[src/rtl/frontend_params.svh]
`ifndef FRONTEND_PARAMS_SVH
`define FRONTEND_PARAMS_SVH

// first fetch address after reset
`define FE_RESET_VECTOR 32'h0000_0000

// width of instructions, pc and immediates
`define FE_XLEN 32

// byte address bits decoded by the testbench memory
`define FE_MEM_AW 10

`endif

[src/rtl/frontend_pkg.sv]
package frontend_pkg;

  // fetcher states
  // st_request sends the first pulse after reset
  // st_wait waits for the memory answer
  // st_hold presents the word to the decoder
  typedef enum logic [1:0] {
    st_request,
    st_wait,
    st_hold
  } fetch_state_t;

endpackage

[src/rtl/rv_isa_pkg.sv]
package rv_isa_pkg;

  // RV32I major opcodes, instr[6:0]
  typedef enum logic [6:0] {
    opc_lui    = 7'b0110111,
    opc_auipc  = 7'b0010111,
    opc_jal    = 7'b1101111,
    opc_jalr   = 7'b1100111,
    opc_branch = 7'b1100011,
    opc_load   = 7'b0000011,
    opc_store  = 7'b0100011,
    opc_op_imm = 7'b0010011,
    opc_op     = 7'b0110011,
    opc_system = 7'b1110011
  } rv_opcode_t;

  // operation class handed to execute
  typedef enum logic [3:0] {
    cls_lui,
    cls_auipc,
    cls_jal,
    cls_jalr,
    cls_branch,
    cls_load,
    cls_store,
    cls_alu_imm,
    cls_alu_reg,
    cls_system,
    cls_illegal
  } op_class_t;

  typedef enum logic [2:0] {
    fmt_i,
    fmt_s,
    fmt_b,
    fmt_u,
    fmt_j,
    fmt_none
  } imm_fmt_t;

endpackage

[src/rtl/decoder.sv]
`timescale 1ns/1ps
`include "frontend_params.svh"

module decoder
  import rv_isa_pkg::*;
(
  input  logic                clk,
  input  logic                reset,
  input  logic                fetcher_valid,
  input  logic [`FE_XLEN-1:0] instr,
  input  logic [`FE_XLEN-1:0] fetcher_pc,
  input  logic                exec_ready,
  output logic                decoder_ready,
  output logic [`FE_XLEN-1:0] next_pc,
  output logic                decode_valid,
  output op_class_t           op_class,
  output logic [4:0]          rd,
  output logic [4:0]          rs1,
  output logic [4:0]          rs2,
  output logic [2:0]          funct3,
  output logic [`FE_XLEN-1:0] imm,
  output logic [`FE_XLEN-1:0] decode_pc,
  output logic [`FE_XLEN-1:0] decode_instr
);

  rv_opcode_t          opcode;
  op_class_t           cls;
  imm_fmt_t            fmt;
  logic [`FE_XLEN-1:0] imm_c;
  logic                handoff;

  assign opcode = rv_opcode_t'(instr[6:0]);

  // every listed opcode ends in 2'b11, so a word with other low bits
  // never matches and falls through as illegal
  always_comb begin
    cls = cls_illegal;
    fmt = fmt_none;
    case (opcode)
      opc_lui: begin
        cls = cls_lui;
        fmt = fmt_u;
      end
      opc_auipc: begin
        cls = cls_auipc;
        fmt = fmt_u;
      end
      opc_jal: begin
        cls = cls_jal;
        fmt = fmt_j;
      end
      opc_jalr: begin
        cls = cls_jalr;
        fmt = fmt_i;
      end
      opc_branch: begin
        cls = cls_branch;
        fmt = fmt_b;
      end
      opc_load: begin
        cls = cls_load;
        fmt = fmt_i;
      end
      opc_store: begin
        cls = cls_store;
        fmt = fmt_s;
      end
      opc_op_imm: begin
        cls = cls_alu_imm;
        fmt = fmt_i;
      end
      opc_op: begin
        cls = cls_alu_reg;
        fmt = fmt_none;
      end
      opc_system: begin
        cls = cls_system;
        fmt = fmt_i;
      end
      default: begin
        cls = cls_illegal;
        fmt = fmt_none;
      end
    endcase
  end

  // for jal the format is fmt_j, so imm_c is also the jump offset
  imm_gen imm_gen_inst (
    .instr (instr),
    .fmt   (fmt),
    .imm   (imm_c)
  );

  assign next_pc = (cls == cls_jal) ? fetcher_pc + imm_c : fetcher_pc + 32'd4;

  // output stage is free when empty or being drained this cycle
  assign decoder_ready = !decode_valid || exec_ready;
  assign handoff       = fetcher_valid && decoder_ready;

  always_ff @(posedge clk) begin
    if (reset) begin
      decode_valid <= 1'b0;
    end else if (handoff) begin
      decode_valid <= 1'b1;
    end else if (exec_ready) begin
      decode_valid <= 1'b0;
    end
  end

  always_ff @(posedge clk) begin
    if (handoff) begin
      op_class     <= cls;
      rd           <= instr[11:7];
      rs1          <= instr[19:15];
      rs2          <= instr[24:20];
      funct3       <= instr[14:12];
      imm          <= imm_c;
      decode_pc    <= fetcher_pc;
      decode_instr <= instr;
    end
  end

  a_out_stable: assert property (@(posedge clk) disable iff (reset)
    decode_valid && !exec_ready |=>
      decode_valid && $stable(op_class) && $stable(rd) && $stable(rs1) &&
      $stable(rs2) && $stable(funct3) && $stable(imm) &&
      $stable(decode_pc) && $stable(decode_instr));

endmodule

[src/rtl/fetcher.sv]
`timescale 1ns/1ps
`include "frontend_params.svh"

module fetcher
  import frontend_pkg::*;
(
  input  logic                clk,
  input  logic                reset,
  input  logic                decoder_ready,
  input  logic [`FE_XLEN-1:0] next_pc,
  input  logic                mem_valid,
  input  logic [`FE_XLEN-1:0] mem_rdata,
  output logic                fetcher_valid,
  output logic [`FE_XLEN-1:0] instr,
  output logic [`FE_XLEN-1:0] fetcher_pc,
  output logic                mem_ready,
  output logic                mem_instr,
  output logic [`FE_XLEN-1:0] mem_addr,
  output logic [3:0]          mem_wstrb
);

  fetch_state_t        state;
  logic [`FE_XLEN-1:0] pc;
  logic                handoff;

  assign fetcher_valid = (state == st_hold);
  assign handoff       = fetcher_valid && decoder_ready;

  // pc only moves at a handoff, which is also when a new request leaves
  assign mem_addr   = pc;
  assign fetcher_pc = pc;

  // instruction reads only
  assign mem_instr = 1'b1;
  assign mem_wstrb = 4'b0000;

  always_ff @(posedge clk) begin
    if (reset) begin
      state     <= st_request;
      pc        <= `FE_RESET_VECTOR;
      mem_ready <= 1'b0;
    end else begin
      mem_ready <= 1'b0;
      case (state)
        st_request: begin
          mem_ready <= 1'b1;
          state     <= st_wait;
        end
        st_wait: begin
          if (mem_valid) begin
            state <= st_hold;
          end
        end
        st_hold: begin
          // next request goes out together with the handoff
          if (handoff) begin
            pc        <= next_pc;
            mem_ready <= 1'b1;
            state     <= st_wait;
          end
        end
        default: begin
          state <= st_request;
        end
      endcase
    end
  end

  // capture the answer
  always_ff @(posedge clk) begin
    if (state == st_wait && mem_valid) begin
      instr <= mem_rdata;
    end
  end

  a_req_single_pulse: assert property (@(posedge clk) disable iff (reset)
    mem_ready |=> !mem_ready);

  a_resp_in_wait: assert property (@(posedge clk) disable iff (reset)
    mem_valid |-> state == st_wait);

  // word held toward the decoder until it is taken
  a_hold_stable: assert property (@(posedge clk) disable iff (reset)
    fetcher_valid && !decoder_ready |=>
      fetcher_valid && $stable(instr) && $stable(fetcher_pc));

endmodule

[src/rtl/imm_gen.sv]
`timescale 1ns/1ps
`include "frontend_params.svh"

module imm_gen
  import rv_isa_pkg::*;
(
  input  logic [`FE_XLEN-1:0] instr,
  input  imm_fmt_t            fmt,
  output logic [`FE_XLEN-1:0] imm
);

  always_comb begin
    case (fmt)
      fmt_i: begin
        imm = {{20{instr[31]}}, instr[31:20]};
      end
      fmt_s: begin
        imm = {{20{instr[31]}}, instr[31:25], instr[11:7]};
      end
      // branch offsets are in halfwords so bit 0 is always zero
      fmt_b: begin
        imm = {{19{instr[31]}}, instr[31], instr[7], instr[30:25], instr[11:8], 1'b0};
      end
      fmt_u: begin
        imm = {instr[31:12], 12'b0};
      end
      fmt_j: begin
        imm = {{11{instr[31]}}, instr[31], instr[19:12], instr[20], instr[30:21], 1'b0};
      end
      default: begin
        imm = '0;
      end
    endcase
  end

endmodule

[src/rtl/instr_frontend.sv]
`timescale 1ns/1ps
`include "frontend_params.svh"

module instr_frontend
  import rv_isa_pkg::*;
(
  input  logic                clk,
  input  logic                reset,
  input  logic                mem_valid,
  input  logic [`FE_XLEN-1:0] mem_rdata,
  output logic                mem_ready,
  output logic                mem_instr,
  output logic [`FE_XLEN-1:0] mem_addr,
  output logic [3:0]          mem_wstrb,
  input  logic                exec_ready,
  output logic                decode_valid,
  output op_class_t           op_class,
  output logic [4:0]          rd,
  output logic [4:0]          rs1,
  output logic [4:0]          rs2,
  output logic [2:0]          funct3,
  output logic [`FE_XLEN-1:0] imm,
  output logic [`FE_XLEN-1:0] decode_pc,
  output logic [`FE_XLEN-1:0] decode_instr
);

  // fetch handoff between the two stages
  logic                fetcher_valid;
  logic                decoder_ready;
  logic [`FE_XLEN-1:0] instr;
  logic [`FE_XLEN-1:0] fetcher_pc;
  logic [`FE_XLEN-1:0] next_pc;

  fetcher fetcher_inst (
    .clk           (clk),
    .reset         (reset),
    .decoder_ready (decoder_ready),
    .next_pc       (next_pc),
    .mem_valid     (mem_valid),
    .mem_rdata     (mem_rdata),
    .fetcher_valid (fetcher_valid),
    .instr         (instr),
    .fetcher_pc    (fetcher_pc),
    .mem_ready     (mem_ready),
    .mem_instr     (mem_instr),
    .mem_addr      (mem_addr),
    .mem_wstrb     (mem_wstrb)
  );

  decoder decoder_inst (
    .clk           (clk),
    .reset         (reset),
    .fetcher_valid (fetcher_valid),
    .instr         (instr),
    .fetcher_pc    (fetcher_pc),
    .exec_ready    (exec_ready),
    .decoder_ready (decoder_ready),
    .next_pc       (next_pc),
    .decode_valid  (decode_valid),
    .op_class      (op_class),
    .rd            (rd),
    .rs1           (rs1),
    .rs2           (rs2),
    .funct3        (funct3),
    .imm           (imm),
    .decode_pc     (decode_pc),
    .decode_instr  (decode_instr)
  );

endmodule

[config.mk]
export PLATFORM = sky130hd
export DESIGN_NAME = instr_frontend
export DESIGN_NICKNAME = d
export VERILOG_FILES = /design/src/rtl/frontend_pkg.sv /design/src/rtl/rv_isa_pkg.sv /design/src/rtl/decoder.sv /design/src/rtl/fetcher.sv /design/src/rtl/imm_gen.sv /design/src/rtl/instr_frontend.sv
export VERILOG_INCLUDE_DIRS = /design/src /design/src/rtl
export SDC_FILE = /design/constraint.sdc
export NUM_CORES = 1
export LEC_CHECK = 0
export BUFFER_PORTS_ARGS = -buffer_cell sky130_fd_sc_hd__buf_2
export CAP_MARGIN = 40
export CORE_MARGIN = 3
export CORE_UTILIZATION = 54
export DETAILED_ROUTE_END_ITERATION = 8
export PLACE_DENSITY = 0.8
export SYNTH_ARGS = -nofsm -noshare
export SYNTH_HDL_FRONTEND = slang
export SYNTH_SLANG_ARGS = --single-unit
[constraint.sdc]
create_clock -name clk -period 5.8 [get_ports clk]
set_input_delay 0 -clock clk [delete_from_list [all_inputs] [get_ports clk]]
set_output_delay 0 -clock clk [all_outputs]
set_load 0.01 [all_outputs]
==> results.ini <==
[outcome]
status=completed

[timing]
period_share_pct=79.4
timing.final.ws_setup_ps=1190
max_freq_mhz=217
final-hold-violation-count=0
post-route-min-period_ps=4610
worstMarginPinSlew_ps=915
slew_headroom_pct=39.0
finalSetupViolations=0
rsz0062_at_grt=no
fin_setup_tns_ps=0
timing.final.max_slew_violations=0
fin_worst_skew_ps=9.25

[die]
fp.coreArea_sq_um=14900
rows=44
io_pins=193
die_x_um=131
die-area_sq_um=17000
die_h_um=131
start_util_pct=56.4

[yosys]
syn_area_sq_um=8380
yosys-mux-area-fraction_pct=0.493
synth_xor_area_share_pct=2.30
yosysSeqAreaShare_pct=55.9
syn-instance-count=773
yosys_warnings=0
synth_area_per_cell_sq_um=10.8
synth_flop_cell=edfxtp_1
ys_types=70
synthArstFlopShare_pct=0
synthSimpleGateAreaFrac_pct=14.2
synth_edf_count=132
synth_top_family_by_area=compound AO/OA/AOI/OAI gates
synth_compound_area_share_pct=17.7
post_synth_fa_ha_maj_area_fraction_pct=5.02
synth-seq-cells=168

[routing]
detail_route.wl_per_cell_um=19.2
num_vias=6965
drc=0
wirelength_mm=22.4
drtIter0Drc=701
avgViaCountPerCell=5.98
firstDrtPassIters=6
antenna_left=0

[worst_setup_path]
crit_fanout=14
reg2regPathDepth=18
r2r-start=fetcher_inst.instr[2]
crit_end=fetcher_inst.fetcher_pc[31]
reg2reg_to=fetcher_inst.fetcher_pc[31]
r2r_slack_ps=1190
startpoint=fetcher_inst.instr[2]
critPathCaptureType=flop
path_class=reg -> reg
start_kind=flop
cp_data_arrival_time_ps=4930
cp.required_ps=6120

[power]
pwr-share-comb_pct=4.5
p_seq_share_pct=52.2
swShare_pct=21.7
clockPowerShare_pct=43.3
p_int_uw=2000
switchingPower_uw=557
p_leak_uw=0.00442
powerDensity_nw_per_um2=250
ir_drop_mv=0.197

[placement]
gp_congestion=0.972
port_buffers=187
dp_hpwl_mm=15.3
place_ws_ps=1360

[cts]
ctsLongestPathBuffers=2
cts_made_buffers=17
clk_latency_ps=430
cts_tree=yes
clk_pin_slew_worst_paths_ps=60
cts_resized=0
cts-root-buf=clkbuf_16
htreeDepth=4
cts_sinks=168

[grt]
grt-ovfl-total=0
antenna_found_initial=0
grt_max_degree=74
grt_usage_pct=26.4
grt_pass1_vias=6513
grt_pass1_wl_mm=34.5

[flow_run]
maxCapViolCount=0

[final_layout]
drive_gt1_share_pct=24.6
syn_to_final_growth_pct=22.5
regArea_sq_um=4680
antenna_cells=0
multiInputGateArea_sq_um=3350
nets=1037
fin_util_pct=69.0
fillCellCount=1130

[hold_path]
hp-class=in -> reg

[cells by family after synthesis]
group           Yosys count
compound gates          230
other cells               2
fa+ha+maj                33
buf+inv                  73
xor+xnor                 22
mux                       4
flops                   168
simple gates            241
[layer usage]
layer  part of all wire [%]  GRT usage, %
met1                     41          34.5
met3                    7.5          5.73
met5                      0             0
met2                     49          43.4
met4                    2.5          9.98
[cells in the mapped netlist, drive strengths merged, types with 8 or more instances]
master  instances  area share [%]
edfxtp        132              47
a21oi          79             4.8
nand2          60             2.7
nor2           58             2.7
o21ai          46             2.8
a21o           41             3.7
dfxtp          36             8.6
ha             32             4.8
buf            28             2.3
clkbuf         27             1.2
nand3          27             1.6
nor3           24             1.5
inv            18            0.81
xnor2          12             1.3
nand4          10            0.75
nor2b          10            0.75
xor2           10             1.0
and2            9            0.67
a31oi           8            0.67
and3            8            0.60
[critical path, stage by stage (launching register included)]
cell       delay (ps)
edfxtp_1          580
xor2_1            260
nand3_1           170
o31ai_1           150
nand2_1           140
inv_1             140
nor2_1             80
nor2b_1           560
a21o_1            170
ha_1              300
and3_1            230
and3b_1           170
nor3_1            340
o21ai_1           120
a21oi_2           240
o211ai_2          130
mux2i_1           140
a2111oi_2         220
mux2_1            350
[final cells by class]
type                            count  share of cell area, %
Sequential cell                   168                   45.6
Inverter                           18                  0.683
Clock buffer                       18                   4.18
Tap cell                          184                   2.24
Multi-Input combinational cell    535                   32.7
Timing Repair Buffer              228                   13.2
Clock inverter                     14                   1.43
[power groups by stage]
stage | clock network (uW) | logic [uW] | registers (uW)
final | 1110 | 115 | 1340
after detailed placement | 0 | 94.9 | 1360
after global routing | 1170 | 126 | 1340
after floorplan | 0 | 56.6 | 1360
after CTS | 1120 | 114 | 1340
after global placement | 0 | 90.4 | 1360
[cell usage in the layout (no fill, tap or decap), types with 5 or more instances in the layout]
cell type	synthesis	final
a211oi_1	5	5
a21o_1	41	41
a21oi_1	78	78
a31oi_1	7	7
and2_1	9	9
and3_1	8	8
buf_2	3	187
clkbuf_16	0	17
conb_1	2	5
dfxtp_1	36	36
dlygate4sd3_1	0	35
edfxtp_1	132	132
ha_1	32	32
inv_1	18	17
nand2_1	60	60
nand3_1	27	27
nand4_1	10	10
nor2_1	57	55
nor2b_1	10	10
nor3_1	23	23
nor4_1	7	7
o21ai_0	34	34
o21ai_1	10	10
or2_2	6	6
xnor2_1	12	12
xor2_1	10	10
[state kept, by name (all words and copies together) (netlist names)]
| signal | flops |
|---|---|
| decoder_inst.decode_instr | 32 |
| decoder_inst.decode_pc | 32 |
| decoder_inst.imm | 32 |
| fetcher_inst.fetcher_pc | 32 |
| fetcher_inst.instr | 32 |
| decoder_inst.op_class | 4 |
| fetcher_inst.state | 2 |
| decoder_inst.decode_valid | 1 |
| fetcher_inst.mem_ready | 1 |
[worst min path at each step]
stage,slack [ps],to,cells past startpoint,start
after floorplan,100,fetcher_inst.instr[0],0,mem_rdata[0]
after global placement,180,fetcher_inst.instr[10],1,mem_rdata[10]
after detailed placement,180,fetcher_inst.instr[21],1,mem_rdata[21]
after CTS,130,fetcher_inst.state[0],2,reset
after global routing,190,fetcher_inst.state[0],2,reset
final,150,fetcher_inst.state[0],2,reset
[metrics by stage]
stage / cells / area (sq um) / hold WS (ps) / total power [uW]
after floorplan: 776 / 8390 / 98.9 / 1420
after global placement: 1096 / 9300 / 176 / 1450
after detailed placement: 1098 / 9340 / 178 / 1460
after CTS: 1165 / 10300 / 132 / 2570
after global routing: 1165 / 10300 / 194 / 2630
final: 1165 / 10300 / 154 / 2560
[timing repair]
| item | in CTS | in global routing |
|---|---|---|
| endpoints found under the setup margin | 0 | 0 |
| hold buffers | 35 | 0 |
| endpoints found under the hold margin | 36 | 0 |
| buffers inserted | 0 | 0 |
Power figures use the tool's default switching activity.
